[src/logic/mem_defines.svh]
`ifndef MEM_DEFINES_SVH
`define MEM_DEFINES_SVH

// Memory geometry
`define WORD_SIZE 16 // Bits per word
`define MEMORY_SIZE 256 // Words in main memory
`define MEMORY_ADDR_BITS 8 // Address bits that select a memory word

// Every memory request waits this many cycles
`define MEM_STALL_COUNT 4

// Block and cache geometry
`define BLOCK_WORDS 4 // Words per block and per cache line
`define BLOCK_OFFSET_BITS 2 // Word within a block
`define CACHE_LINES 4 // Lines in each cache
`define CACHE_INDEX_BITS 2 // Line select
`define CACHE_TAG_LSB (`BLOCK_OFFSET_BITS + `CACHE_INDEX_BITS) // Lowest tag bit

`endif

[src/logic/mem_pkg.sv]
`default_nettype none

`include "mem_defines.svh"

package mem_pkg;

	typedef logic [`WORD_SIZE-1:0] word_t;
	typedef logic [`WORD_SIZE-1:0] mem_addr_t; // Only the low bits reach memory
	typedef logic [`BLOCK_WORDS*`WORD_SIZE-1:0] block_t; // Word zero in the low bits

	typedef enum logic [1:0] {
		PORT_IDLE,
		PORT_STALL,
		PORT_DONE // One cycle that ignores the held request
	} port_state_t;

	typedef enum logic [1:0] {
		CACHE_IDLE,
		CACHE_FILL,
		CACHE_WRITE
	} cache_state_t;

	// Pick one word out of a block
	function automatic word_t block_word(block_t block, logic [`BLOCK_OFFSET_BITS-1:0] offset);
		return block[offset*`WORD_SIZE +: `WORD_SIZE];
	endfunction

endpackage

`default_nettype wire

[src/logic/instruction_cache.sv]
`timescale 1ns/100ps
`default_nettype none

`include "mem_defines.svh"

module instruction_cache import mem_pkg::*; (
	input  logic      clk,
	input  logic      reset_n,
	input  logic      fetch_req,
	input  mem_addr_t fetch_address,
	output word_t     fetch_word,
	output logic      fetch_ready,
	output logic      imem_read,
	output mem_addr_t imem_address,
	input  block_t    imem_block,
	input  logic      imem_ready
);

	cache_state_t state;

	logic valid [`CACHE_LINES];
	logic [`WORD_SIZE-1:`CACHE_TAG_LSB] tags [`CACHE_LINES];
	block_t lines [`CACHE_LINES];

	logic [`CACHE_INDEX_BITS-1:0] index;
	logic [`BLOCK_OFFSET_BITS-1:0] offset;
	logic hit;
	logic accept;
	logic fill_done;

	assign index = fetch_address[`CACHE_TAG_LSB-1:`BLOCK_OFFSET_BITS];
	assign offset = fetch_address[`BLOCK_OFFSET_BITS-1:0];
	assign hit = valid[index] && (tags[index] == fetch_address[`WORD_SIZE-1:`CACHE_TAG_LSB]);
	// Skip the cycle of our own ready pulse, the request is still held then
	assign accept = (state == CACHE_IDLE) && fetch_req && !fetch_ready;
	assign fill_done = (state == CACHE_FILL) && imem_ready;

	always_ff @(posedge clk) begin
		if (!reset_n) begin
			state <= CACHE_IDLE;
			fetch_ready <= 1'b0;
			imem_read <= 1'b0;
			for (int i = 0; i < `CACHE_LINES; i++) begin
				valid[i] <= 1'b0;
			end
		end else begin
			fetch_ready <= 1'b0;
			case (state)
				CACHE_IDLE: if (accept) begin
					if (hit) begin
						fetch_ready <= 1'b1;
					end else begin
						imem_read <= 1'b1; // Held until imem_ready
						state <= CACHE_FILL;
					end
				end
				CACHE_FILL: if (fill_done) begin
					imem_read <= 1'b0;
					valid[index] <= 1'b1;
					fetch_ready <= 1'b1; // Answer right after the refill
					state <= CACHE_IDLE;
				end
				default: state <= CACHE_IDLE;
			endcase
		end
	end

	// Tags, line data and the returned word
	always_ff @(posedge clk) begin
		if (accept && !hit) begin
			imem_address <= {fetch_address[`WORD_SIZE-1:`BLOCK_OFFSET_BITS],
				{`BLOCK_OFFSET_BITS{1'b0}}}; // Block aligned
		end
		if (fill_done) begin
			tags[index] <= fetch_address[`WORD_SIZE-1:`CACHE_TAG_LSB];
			lines[index] <= imem_block;
			fetch_word <= block_word(imem_block, offset);
		end else if (accept && hit) begin
			fetch_word <= block_word(lines[index], offset);
		end
	end

endmodule

`default_nettype wire

[config.mk]
export PLATFORM = sky130hd
export DESIGN_NAME = instruction_cache
export DESIGN_NICKNAME = d
export VERILOG_FILES = /design/src/logic/mem_pkg.sv /design/src/logic/instruction_cache.sv
export VERILOG_INCLUDE_DIRS = /design/src /design/src/logic
export SDC_FILE = /design/constraint.sdc
export NUM_CORES = 1
export LEC_CHECK = 0
export BUFFER_PORTS_ARGS = -buffer_cell sky130_fd_sc_hd__clkbuf_2
export CORE_MARGIN = 3
export CORE_UTILIZATION = 37
export DETAILED_ROUTE_END_ITERATION = 8
export SLEW_MARGIN = 20
export SYNTH_ARGS = -nofsm -noshare
export SYNTH_HDL_FRONTEND = slang
export SYNTH_SLANG_ARGS = --single-unit
[constraint.sdc]
create_clock -name clk -period 11.1 [get_ports clk]
set_input_delay 1.11 -clock clk [delete_from_list [all_inputs] [get_ports clk]]
set_output_delay 1.11 -clock clk [all_outputs]
set_load 0.02 [all_outputs]
==> impl_summary.md <==
Timing
The actual slew at the worst max-slew pin is 1.06 ns. The count of final hold-check violations is 0. Timing would allow up to 0.221 GHz. The routed design could run at a clock period as short as 4.52 ns. In the final timing run, aggregate negative setup slack is 0 ns.

Across the routed clock network, the largest skew measured is 0.0198 ns. The number of pins exceeding their max-slew limit in the final report is 0. Setup repair after global routing left no endpoint under its margin. In this run the tightest slew margin relative to its limit is slightly below 30%. Setup slack closes at 6.58 ns. The share of the clock period used by the worst path is 40.7%.

The final setup violation count is 0.

Worst setup path
The number of cells on the worst reg-to-reg path is 6. On the worst path, the slowest cell contributes a delay of 0.78 ns. Among the stages of the critical path, the cell type that occurs most often is buf_4. STA puts the critical path data required time at 11.22 ns.

STA classifies the critical path startpoint as an input pin. The worst register-to-register path begins at tags[2][6]$_DFFE_PP_. The endpoint of the most critical register-to-register path is fetch_word[13]$_DFFE_PP_. Data on the critical path arrives at its endpoint at 4.64 ns. STA classifies the critical path endpoint as a register.

The worst setup slack for register-to-register paths is 8.30 ns. The kind of critical path is input pin to register. The maximum fanout count along the critical path is 45. Among all stages on the critical path, the largest delay is contributed by buf_4. The signal on the critical path passes through buf_4 > buf_4 > mux4_2 > xnor2_1 > nand4_1 > nor4_1 > nand4b_1 > nand2_1.

Clock tree
After clock tree synthesis, the clock-pin slew on the worst setup and hold paths is 0.06 ns. In this run the post-CTS setup repair buffer count came out at 0. In this run the number of H-tree levels came out at 2.

The cell chosen for the clock root is clkbuf_16. The CTS sink count is 340. The clock network latency to the later pin of the worst-skew pair is 0.51 ns.

The quantity of gates resized following cts is 0. The number of hold-repair buffers added at the cts stage is 0. The clock buffer count from CTS is 34.

TritonCTS built the clock tree. The maximum clock path buffer count is 3.

GRT
The pin count of the biggest net entering global routing is 69. The final global-route overflow total is 0. The initial antenna violation count came to 6. The global-route total usage across every layer is 14.6%. The first global-routing pass estimated 42,300 microns of wire. The via count of the first global-routing pass came to 6,679.

Yosys
Counting flops and latches in the post-synthesis netlist gives 340. Counting flops with an async set or reset pin after synthesis yields a share of 0%. The number of distinct library cells after synthesis is 42. After synthesis, the largest area contributor takes up 75.5% of total cell area.

The number of warnings issued by yosys is 0. In the synthesized netlist the dominant register cell turns out to be edfxtp_1. The share of the Yosys chip area taken by registers is 76.3%. The average size of a mapped cell is 23.9 sq um. By count the netlist is led by edfxtp_1, mux4_2, mux2_2.

The synthesized design contains 335 enable-type register cells. The instance count of the mapped netlist is 557. Among all cell types in the netlist, the one instantiated most often is edfxtp_1. The largest total area in the synthesized netlist belongs to edfxtp_1. In the post-synthesis netlist, the biggest area contributors are edfxtp_1, mux4_2, mux2_2. Summing every instance area after synthesis gives 13,300 sq um.

Drt
The detail-routed via count per cell is 5.28. The total via count in the routed design is 6,183. For this run, the detailed router's first-pass iteration total came to 4.

The routed design has 28,000 microns of wire. After the first detailed-routing iteration, the DRC count stood at 439. The remaining antenna violation count after routing is 0. For this run, design rule violations remaining after detail routing come to 0.

The average detailed-routed wire length per instance is 23.9 microns.

Power
The worst supply voltage drop on vdd is 0.000117 V. The leakage power summed over all cells is around 0.0051 uW. The power per standard cell area is 179 nW/um^2.

Placement
The wire-length estimate of the detail-placed layout is 16,900 microns. The number of placed cells counting well taps is approximately 1,100. Before CTS, the worst setup slack after placement is approximately 6 ns. Routability-driven placement finished with a final weighted congestion of slightly above 0.7. Port buffering added 115 buffers.

Floorplan
Once the floorplan was initialized, standard cells occupied 38.0% of the core. The die is around 200 microns wide. In this run the core area contains 68 standard-cell rows. The overall die area is 38,300 sq um.

Measured along the y axis, the die boundary spans just under 200 microns. The floorplan core area is 35,100 sq um. The number of primary I/O pins is 118.

Worst hold path
For hold timing, the worst endpoint is valid[0]$_DFF_P_. The startpoint of the worst hold path is valid[0]$_DFF_P_. The number of stages on the worst hold path is 1.

The path type of the worst min-delay path is register to register.

Cells and area
The layout net count is around 780. The post-synthesis to final-layout area growth is 16.9%. The number of inserted diodes is 0.

The filler-free cell count of the finished design is 1,171. The share of final-layout standard cells stronger than drive strength 1 is between 40% and 50%.

Flow run
The max-capacitance violation count is 0.

Run status
The run finished with clean final reports.
==> layout by cell type, fill, tap and decap left out, drive strengths merged, types with 2 or more instances in the layout <==
cell	instances
dfxtp	5
buf	14
nor3b	2
bufinv	5
mux4	101
clkinv	10
clkbuf	158
edfxtp	335
o21a	4
conb	2
nor3	2
xor2	4
nor2	2
nand2	4
nor4	2
o21ai	2
mux2i	14
o211ai	2
mux2	16
inv	3
xnor2	10
==> state kept, by name (all words and copies together), names as in the netlist <==
signal,cells
tags,48
imem_address,14
lines,256
fetch_ready,1
valid,4
imem_read,1
fetch_word,16
==> layer usage <==
layer | routed length [microns] | track usage, % | vias up | part of all wire (%)
met2 | 13800 | 23.8 | 205 | 49
met4 | 513 | 3.12 | 8 | 1.8
met3 | 1790 | 3.40 | 44 | 6.4
met5 | 55 | 0 | - | 0.20
li1 | - | - | 2664 | -
met1 | 11800 | 20.2 | 3262 | 42
==> worst max-delay path by stage <==
stage / start / to / slack (ns) / cells past startpoint
global route: fetch_address[2] / fetch_word[1]$_DFFE_PP_ / 6.22 / 8
finish: fetch_address[2] / fetch_word[13]$_DFFE_PP_ / 6.58 / 8
CTS: fetch_address[2] / fetch_word[9]$_DFFE_PP_ / 6.43 / 8
floorplan: fetch_address[2] / lines[1][0]$_DFFE_PP_ / 3.03 / 5
detailed placement: fetch_address[2] / fetch_word[13]$_DFFE_PP_ / 5.93 / 8
global placement: fetch_address[2] / fetch_word[1]$_DFFE_PP_ / 5.98 / 8
==> area by class of cell <==
type,instances,area [sq um]
clock buffers,45,966
clock inverters,16,201
fillers,2986,19500
inverters,3,11.3
multi-input cells,185,2990
flip-flops and latches,340,10200
well taps,455,569
repair buffers,127,671
==> through the flow <==
step	total power, uW	hold slack [ns]	utilization, %	instance area, sq um
after floorplan	1570	0.434	-	13300
after global placement	1630	0.444	41.1	14400
after detailed placement	1640	0.458	41.1	14400
after CTS	2820	0.472	44.4	15600
after global routing	2890	0.494	44.4	15600
final	2790	0.471	44.4	15600
==> power by group <==
| group | internal [uW] | switching [uW] |
|---|---|---|
| sequential | 1440 | 6.10 |
| clock | 729 | 455 |
| combinational | 73.7 | 91.8 |
==> kinds of logic (layout without fill, tap and decap cells) <==
logic type	after synthesis	count (layout)	share of synthesized area (%)
AOI/OAI and AO/OA	18	18	0.986
xor gates and xnor gates	14	14	0.920
buffers and inverters	33	191	1.43
DFF	340	340	76.3
muxes	131	131	19.5
other	1	2	0.0282
and+or+nand+nor	20	20	0.883
==> worst max-delay path, delay by kind of cell <==
family | cells | cell delay [ns]
and+or+nand+nor | 4 | 1.36
buffers and inverters | 2 | 1.35
muxes | 1 | 0.61
xor gates and xnor gates | 1 | 0.15
(Power assumes the default switching activity.)
