### config.mk
export PLATFORM = sky130hd
export DESIGN_NAME = data_cache
export DESIGN_NICKNAME = d
export VERILOG_FILES = /design/src/logic/mem_pkg.sv /design/src/logic/data_cache.sv
export VERILOG_INCLUDE_DIRS = /design/src /design/src/logic
export SDC_FILE = /design/constraint.sdc
export NUM_CORES = 1
export LEC_CHECK = 0
export ABC_CLOCK_PERIOD_IN_PS = 4860
export BUFFER_PORTS_ARGS = -buffer_cell sky130_fd_sc_hd__buf_2
export CORE_MARGIN = 8
export CORE_UTILIZATION = 35
export DETAILED_ROUTE_END_ITERATION = 12
export MAX_ROUTING_LAYER = met4
export PLACE_DENSITY = 0.61
export RECOVER_POWER = 25
export SLEW_MARGIN = 20
export SYNTH_ARGS = -nofsm -noshare
export SYNTH_HDL_FRONTEND = slang
export SYNTH_SLANG_ARGS = --single-unit
### constraint.sdc
create_clock -name clk -period 4.86 [get_ports clk]
set_input_delay 0.486 -clock clk [delete_from_list [all_inputs] [get_ports clk]]
set_output_delay 0.486 -clock clk [all_outputs]
set_load 0.05 [all_outputs]
### src/logic/mem_defines.svh
`ifndef MEM_DEFINES_SVH
`define MEM_DEFINES_SVH

// Memory geometry
`define WORD_SIZE 16 // Bits per word
`define MEMORY_SIZE 256 // Words in main memory
`define MEMORY_ADDR_BITS 8 // Address bits that select a memory word

// Every memory request waits this many cycles
`define MEM_STALL_COUNT 4

// Block and cache geometry
`define BLOCK_WORDS 4 // Words per block and per cache line
`define BLOCK_OFFSET_BITS 2 // Word within a block
`define CACHE_LINES 4 // Lines in each cache
`define CACHE_INDEX_BITS 2 // Line select
`define CACHE_TAG_LSB (`BLOCK_OFFSET_BITS + `CACHE_INDEX_BITS) // Lowest tag bit

`endif

### src/logic/mem_pkg.sv
`default_nettype none

`include "mem_defines.svh"

package mem_pkg;

	typedef logic [`WORD_SIZE-1:0] word_t;
	typedef logic [`WORD_SIZE-1:0] mem_addr_t; // Only the low bits reach memory
	typedef logic [`BLOCK_WORDS*`WORD_SIZE-1:0] block_t; // Word zero in the low bits

	typedef enum logic [1:0] {
		PORT_IDLE,
		PORT_STALL,
		PORT_DONE // One cycle that ignores the held request
	} port_state_t;

	typedef enum logic [1:0] {
		CACHE_IDLE,
		CACHE_FILL,
		CACHE_WRITE
	} cache_state_t;

	// Pick one word out of a block
	function automatic word_t block_word(block_t block, logic [`BLOCK_OFFSET_BITS-1:0] offset);
		return block[offset*`WORD_SIZE +: `WORD_SIZE];
	endfunction

endpackage

`default_nettype wire

### src/logic/data_cache.sv
`timescale 1ns/100ps
`default_nettype none

`include "mem_defines.svh"

module data_cache import mem_pkg::*; (
	input  logic      clk,
	input  logic      reset_n,
	input  logic      load_req,
	input  logic      store_req,
	input  mem_addr_t data_address,
	input  word_t     store_word,
	output word_t     load_word,
	output logic      data_ready,
	output logic      dmem_read,
	output logic      dmem_write,
	output mem_addr_t dmem_address,
	output word_t     dmem_write_word,
	input  block_t    dmem_block,
	input  logic      dmem_ready,
	input  logic      dmem_ack
);

	cache_state_t state;

	logic valid [`CACHE_LINES];
	logic [`WORD_SIZE-1:`CACHE_TAG_LSB] tags [`CACHE_LINES];
	block_t lines [`CACHE_LINES];

	logic [`CACHE_INDEX_BITS-1:0] index;
	logic [`BLOCK_OFFSET_BITS-1:0] offset;
	logic hit;
	logic accept;
	logic load_accept;
	logic store_accept;
	logic fill_done;

	assign index = data_address[`CACHE_TAG_LSB-1:`BLOCK_OFFSET_BITS];
	assign offset = data_address[`BLOCK_OFFSET_BITS-1:0];
	assign hit = valid[index] && (tags[index] == data_address[`WORD_SIZE-1:`CACHE_TAG_LSB]);
	assign accept = (state == CACHE_IDLE) && !data_ready; // Held request after a pulse
	assign load_accept = accept && load_req;
	assign store_accept = accept && store_req && !load_req;
	assign fill_done = (state == CACHE_FILL) && dmem_ready;

	always_ff @(posedge clk) begin
		if (!reset_n) begin
			state <= CACHE_IDLE;
			data_ready <= 1'b0;
			dmem_read <= 1'b0;
			dmem_write <= 1'b0;
			for (int i = 0; i < `CACHE_LINES; i++) begin
				valid[i] <= 1'b0;
			end
		end else begin
			data_ready <= 1'b0;
			case (state)
				CACHE_IDLE: begin
					if (load_accept) begin
						if (hit) begin
							data_ready <= 1'b1;
						end else begin
							dmem_read <= 1'b1;
							state <= CACHE_FILL;
						end
					end else if (store_accept) begin
						dmem_write <= 1'b1; // Write through on every store
						state <= CACHE_WRITE;
					end
				end
				CACHE_FILL: if (fill_done) begin
					dmem_read <= 1'b0;
					valid[index] <= 1'b1;
					data_ready <= 1'b1;
					state <= CACHE_IDLE;
				end
				CACHE_WRITE: if (dmem_ack) begin
					dmem_write <= 1'b0;
					data_ready <= 1'b1;
					state <= CACHE_IDLE;
				end
				default: state <= CACHE_IDLE;
			endcase
		end
	end

	// Line contents, memory address and write data
	always_ff @(posedge clk) begin
		if (load_accept && !hit) begin
			dmem_address <= {data_address[`WORD_SIZE-1:`BLOCK_OFFSET_BITS],
				{`BLOCK_OFFSET_BITS{1'b0}}};
		end
		if (store_accept) begin
			dmem_address <= data_address; // Single word, no alignment
			dmem_write_word <= store_word;
			if (hit) begin
				lines[index][offset*`WORD_SIZE +: `WORD_SIZE] <= store_word; // Miss stays out
			end
		end
		if (fill_done) begin
			tags[index] <= data_address[`WORD_SIZE-1:`CACHE_TAG_LSB];
			lines[index] <= dmem_block;
			load_word <= block_word(dmem_block, offset);
		end else if (load_accept && hit) begin
			load_word <= block_word(lines[index], offset);
		end
	end

endmodule

`default_nettype wire

==> metrics.csv <==
stage,metric,value,unit
outcome,status,finished with violations,
outcome,failing checks,"max-capacitance violations, max-slew violations",
sta,fin crit share,77.5,%
cts,CTS tree,built,
grt,GRT overflow,0,
setup_path,Worst path slowest cell,and3b_1,
setup_path,startpoint types,register,
setup_path,R2R Path End,tags[3][3],
placed_design,dpl cell area,0.0166,mm²
floorplan,DIE AREA,0.0497,mm²
pwr,P_leak,5.96,nW
hold_path,hold wc startpoint,reset_n,
hold_path,Hold Path Stages,2,
pwr,peak supply drop,0.282,mV
cts,Root Buffer,clkbuf_16,
yosys,dominant cell type by area after synthesis,edfxtp_1,
floorplan,row cnt,76,
setup_path,setup slack on the worst flop-to-flop path,1.09,ns
yosys,Syn Nets,865,
sta,crit path time final,3.77,ns
setup_path,CP required,5.03,ns
hold_path,hold path endpoint,dmem_write,
detailed_routing,drt wl/cell,26.1,µm
detailed_routing,Detail Route Antenna Nets,0,
cts,CTS resizes,0,
hold_path,worst min path class,input pin to register,
yosys,Seq cells post-synth,361,
grt,vias in the first global route,8749,
yosys,"Primary FF master, synth",edfxtp_1,
cts,Worst-Skew Late Latency,0.55,ns
grt,Tot GR Track Use,16.3,%
layout,Area Overhead vs Synth,17.9,%
sta,Setup TNS,0,ns
setup_path,CP Capture Type,register,
yosys,Ys Warns,0,
setup_path,cells on worst reg2reg path,3,
setup_path,CP arrival,3.94,ns
yosys,Synth cell types,46,
cts,"Reg clk slew, reported paths",0.06,ns
sta,relative slew slack,-32.3,%
yosys,"EDFF count, synth",353,
cts,CTS Hold Bufs,0,
detailed_routing,drt pass-1 iters,5,
layout,# fillers,3808,
setup_path,CP Max Fanout,41,
sta,skew final,0.0209,ns
floorplan,Initial Util,35.1,%
placed_design,RePlAce Congestion,0.778,
setup_path,Reg2Reg Launch Point,state[1],
cts,htree depth,2,
detailed_routing,final wirelength,39300,µm
floorplan,die width,223,µm
cts,clk buf depth,3,
yosys,"Seq/Total Area, Yosys",71.8,%
sta,WHS,0.278,ns
yosys,post-synth top area share,70.7,%
yosys,Netlist Area Pre-Place,0.0150,mm²
grt,initial antenna violation count,6,
placed_design,placed cells,1431,
sta,Final Slew Violations,81,
layout,design area,0.0177,mm²
cts,CTS Buf Count,39,
pwr,power per cell area,391,mW/mm²
placed_design,HPWL Detailed,25500,µm
floorplan,Placeable Area,0.0427,mm²
detailed_routing,# DRC,0,
grt,first-pass GRT wire length,58300,µm
floorplan,die height,223,µm
sta,f_max,265,MHz
yosys,synth top area cells,"edfxtp_1 71%, mux4_2 15%, a22o_1 3.7%",
setup_path,WS Path Type,register to register,
sta,RSZ-0062 raised after global routing,false,
setup_path,max incr delay on CP,1.58,ns
sta,worst slew pin tran,1.98,ns
yosys,fraction of registers with async set/reset,0,%
sta,"Hold Violations, Final",0,
detailed_routing,Iteration-0 DRC Markers,852,
detailed_routing,Vias,8340,
placed_design,Port Buffers,152,
cts,Sink Count,361,
flow_run,max cap viols,2,
layout,fin cells,1505,
layout,share of cells above drive strength 1,28.4,%
yosys,synthesized area per cell,19.8,µm²
sta,Setup Viol. Count Final,0,
cts,setup bufs post-CTS,0,
floorplan,io pins,153,
setup_path,CP cell instances,"and3b_1, nand2_1, inv_1",
grt,largest net degree at the start of global routing,52,
yosys,Cells after Synth,758,
detailed_routing,DR vias/cell,5.54,
layout,Nets,1033,
## cell families (layout without fill, tap and decap cells)
group	count (synthesis)	after routing	synth area share [%]
flops	361	361	71.8
simple gates	100	100	3.22
mux	115	115	16.3
xor+xnor	12	12	0.701
other cells	0	6	0
buf+inv	57	252	1.75
fa+ha+maj	5	5	0.417
compound gates	108	108	5.87
## state kept, by name (all words and copies together) (netlist names)
| name | count |
|---|---|
| dmem_read | 1 |
| tags | 48 |
| lines | 256 |
| state | 2 |
| load_word | 16 |
| data_ready | 1 |
| dmem_address | 16 |
| valid | 4 |
| dmem_write | 1 |
| dmem_write_word | 16 |
## area by class of cell
cell class	count	area [µm²]	area share, %
Inverter	7	26.3	0.149
Sequential cell	361	10800	60.9
Multi-Input combinational cell	340	4150	23.5
Tap cell	546	683	3.86
Timing Repair Buffer	177	851	4.81
Clock buffer	50	1030	5.81
Clock inverter	18	161	0.913
Antenna cell	6	15.0	0.0849
## worst max-delay path, delay by kind of cell (launching register included)
| family | cells | cell delay, ns |
|---|---|---|
| buf+inv | 1 | 0.71 |
| flops | 1 | 0.38 |
| simple gates | 2 | 2.29 |
## layout by cell type, fill, tap and decap left out, types with 3 or more instances in the layout
cell,Yosys,routed
buf_4,1,26
xor2_1,3,3
ha_1,5,5
inv_1,7,7
o31ai_2,0,8
a22o_1,64,64
mux2i_1,12,12
clkinv_2,0,3
dfxtp_1,8,8
and2_1,6,4
nor2_1,3,3
and3_1,3,3
nand3_1,18,18
o21a_1,5,5
a21oi_1,5,5
diode_2,0,6
xnor2_1,9,9
clkinv_1,0,8
edfxtp_1,353,353
mux4_2,103,103
clkbuf_16,0,39
buf_2,12,71
clkbuf_1,30,90
o31ai_4,0,9
nand2_1,54,54
o21ai_0,3,3
## Yosys cell counts, types with 3 or more instances
master and count:
edfxtp_1 353, mux4_2 103, a22o_1 64, nand2_1 54, clkbuf_1 30, nand3_1 18
o31ai_1 17, buf_2 12, mux2i_1 12, xnor2_1 9, dfxtp_1 8, inv_1 7
and2_1 6, a21oi_1 5, ha_1 5, o21a_1 5, buf_6 4, and3_1 3
buf_1 3, nor2_1 3, o21ai_0 3, xor2_1 3
## metal layers
layer / part of all wire, % / GRT usage (%) / vias to the layer above
met1: 41 / 20.7 / 4356
li1: - / - / 3541
met4: 2.1 / 5.10 / 0
met3: 9.0 / 4.66 / 52
met2: 48 / 25.1 / 391
met5: 0 / - / -
## power breakdown
| part | leakage, nW | internal, W | switching [W] |
|---|---|---|---|
| Sequential | 3.42 | 0.00350 | 0.0000186 |
| Combinational | 1.97 | 0.000208 | 0.000408 |
| Clock | 0.570 | 0.00160 | 0.00118 |
## worst max path at each step
stage	from	to	slack [ns]
after floorplan	data_address[2]	lines[0][0]	1.15
after global placement	data_address[2]	load_word[3]	1.09
after detailed placement	data_address[2]	load_word[3]	1.00
after CTS	data_address[2]	load_word[15]	1.56
after global routing	state[0]	tags[3][3]	0.86
final	state[1]	tags[3][3]	1.09
## stage by stage
stage | util, % | power (W) | setup WS (ns)
floorplan | - | 0.00398 | 1.15
global placement | 38.8 | 0.00421 | 1.09
detailed placement | 38.8 | 0.00422 | 1.00
CTS | 41.6 | 0.00701 | 1.56
global route | 41.4 | 0.00715 | 0.859
finish | 41.4 | 0.00692 | 1.09
(Power assumes the default switching activity.)
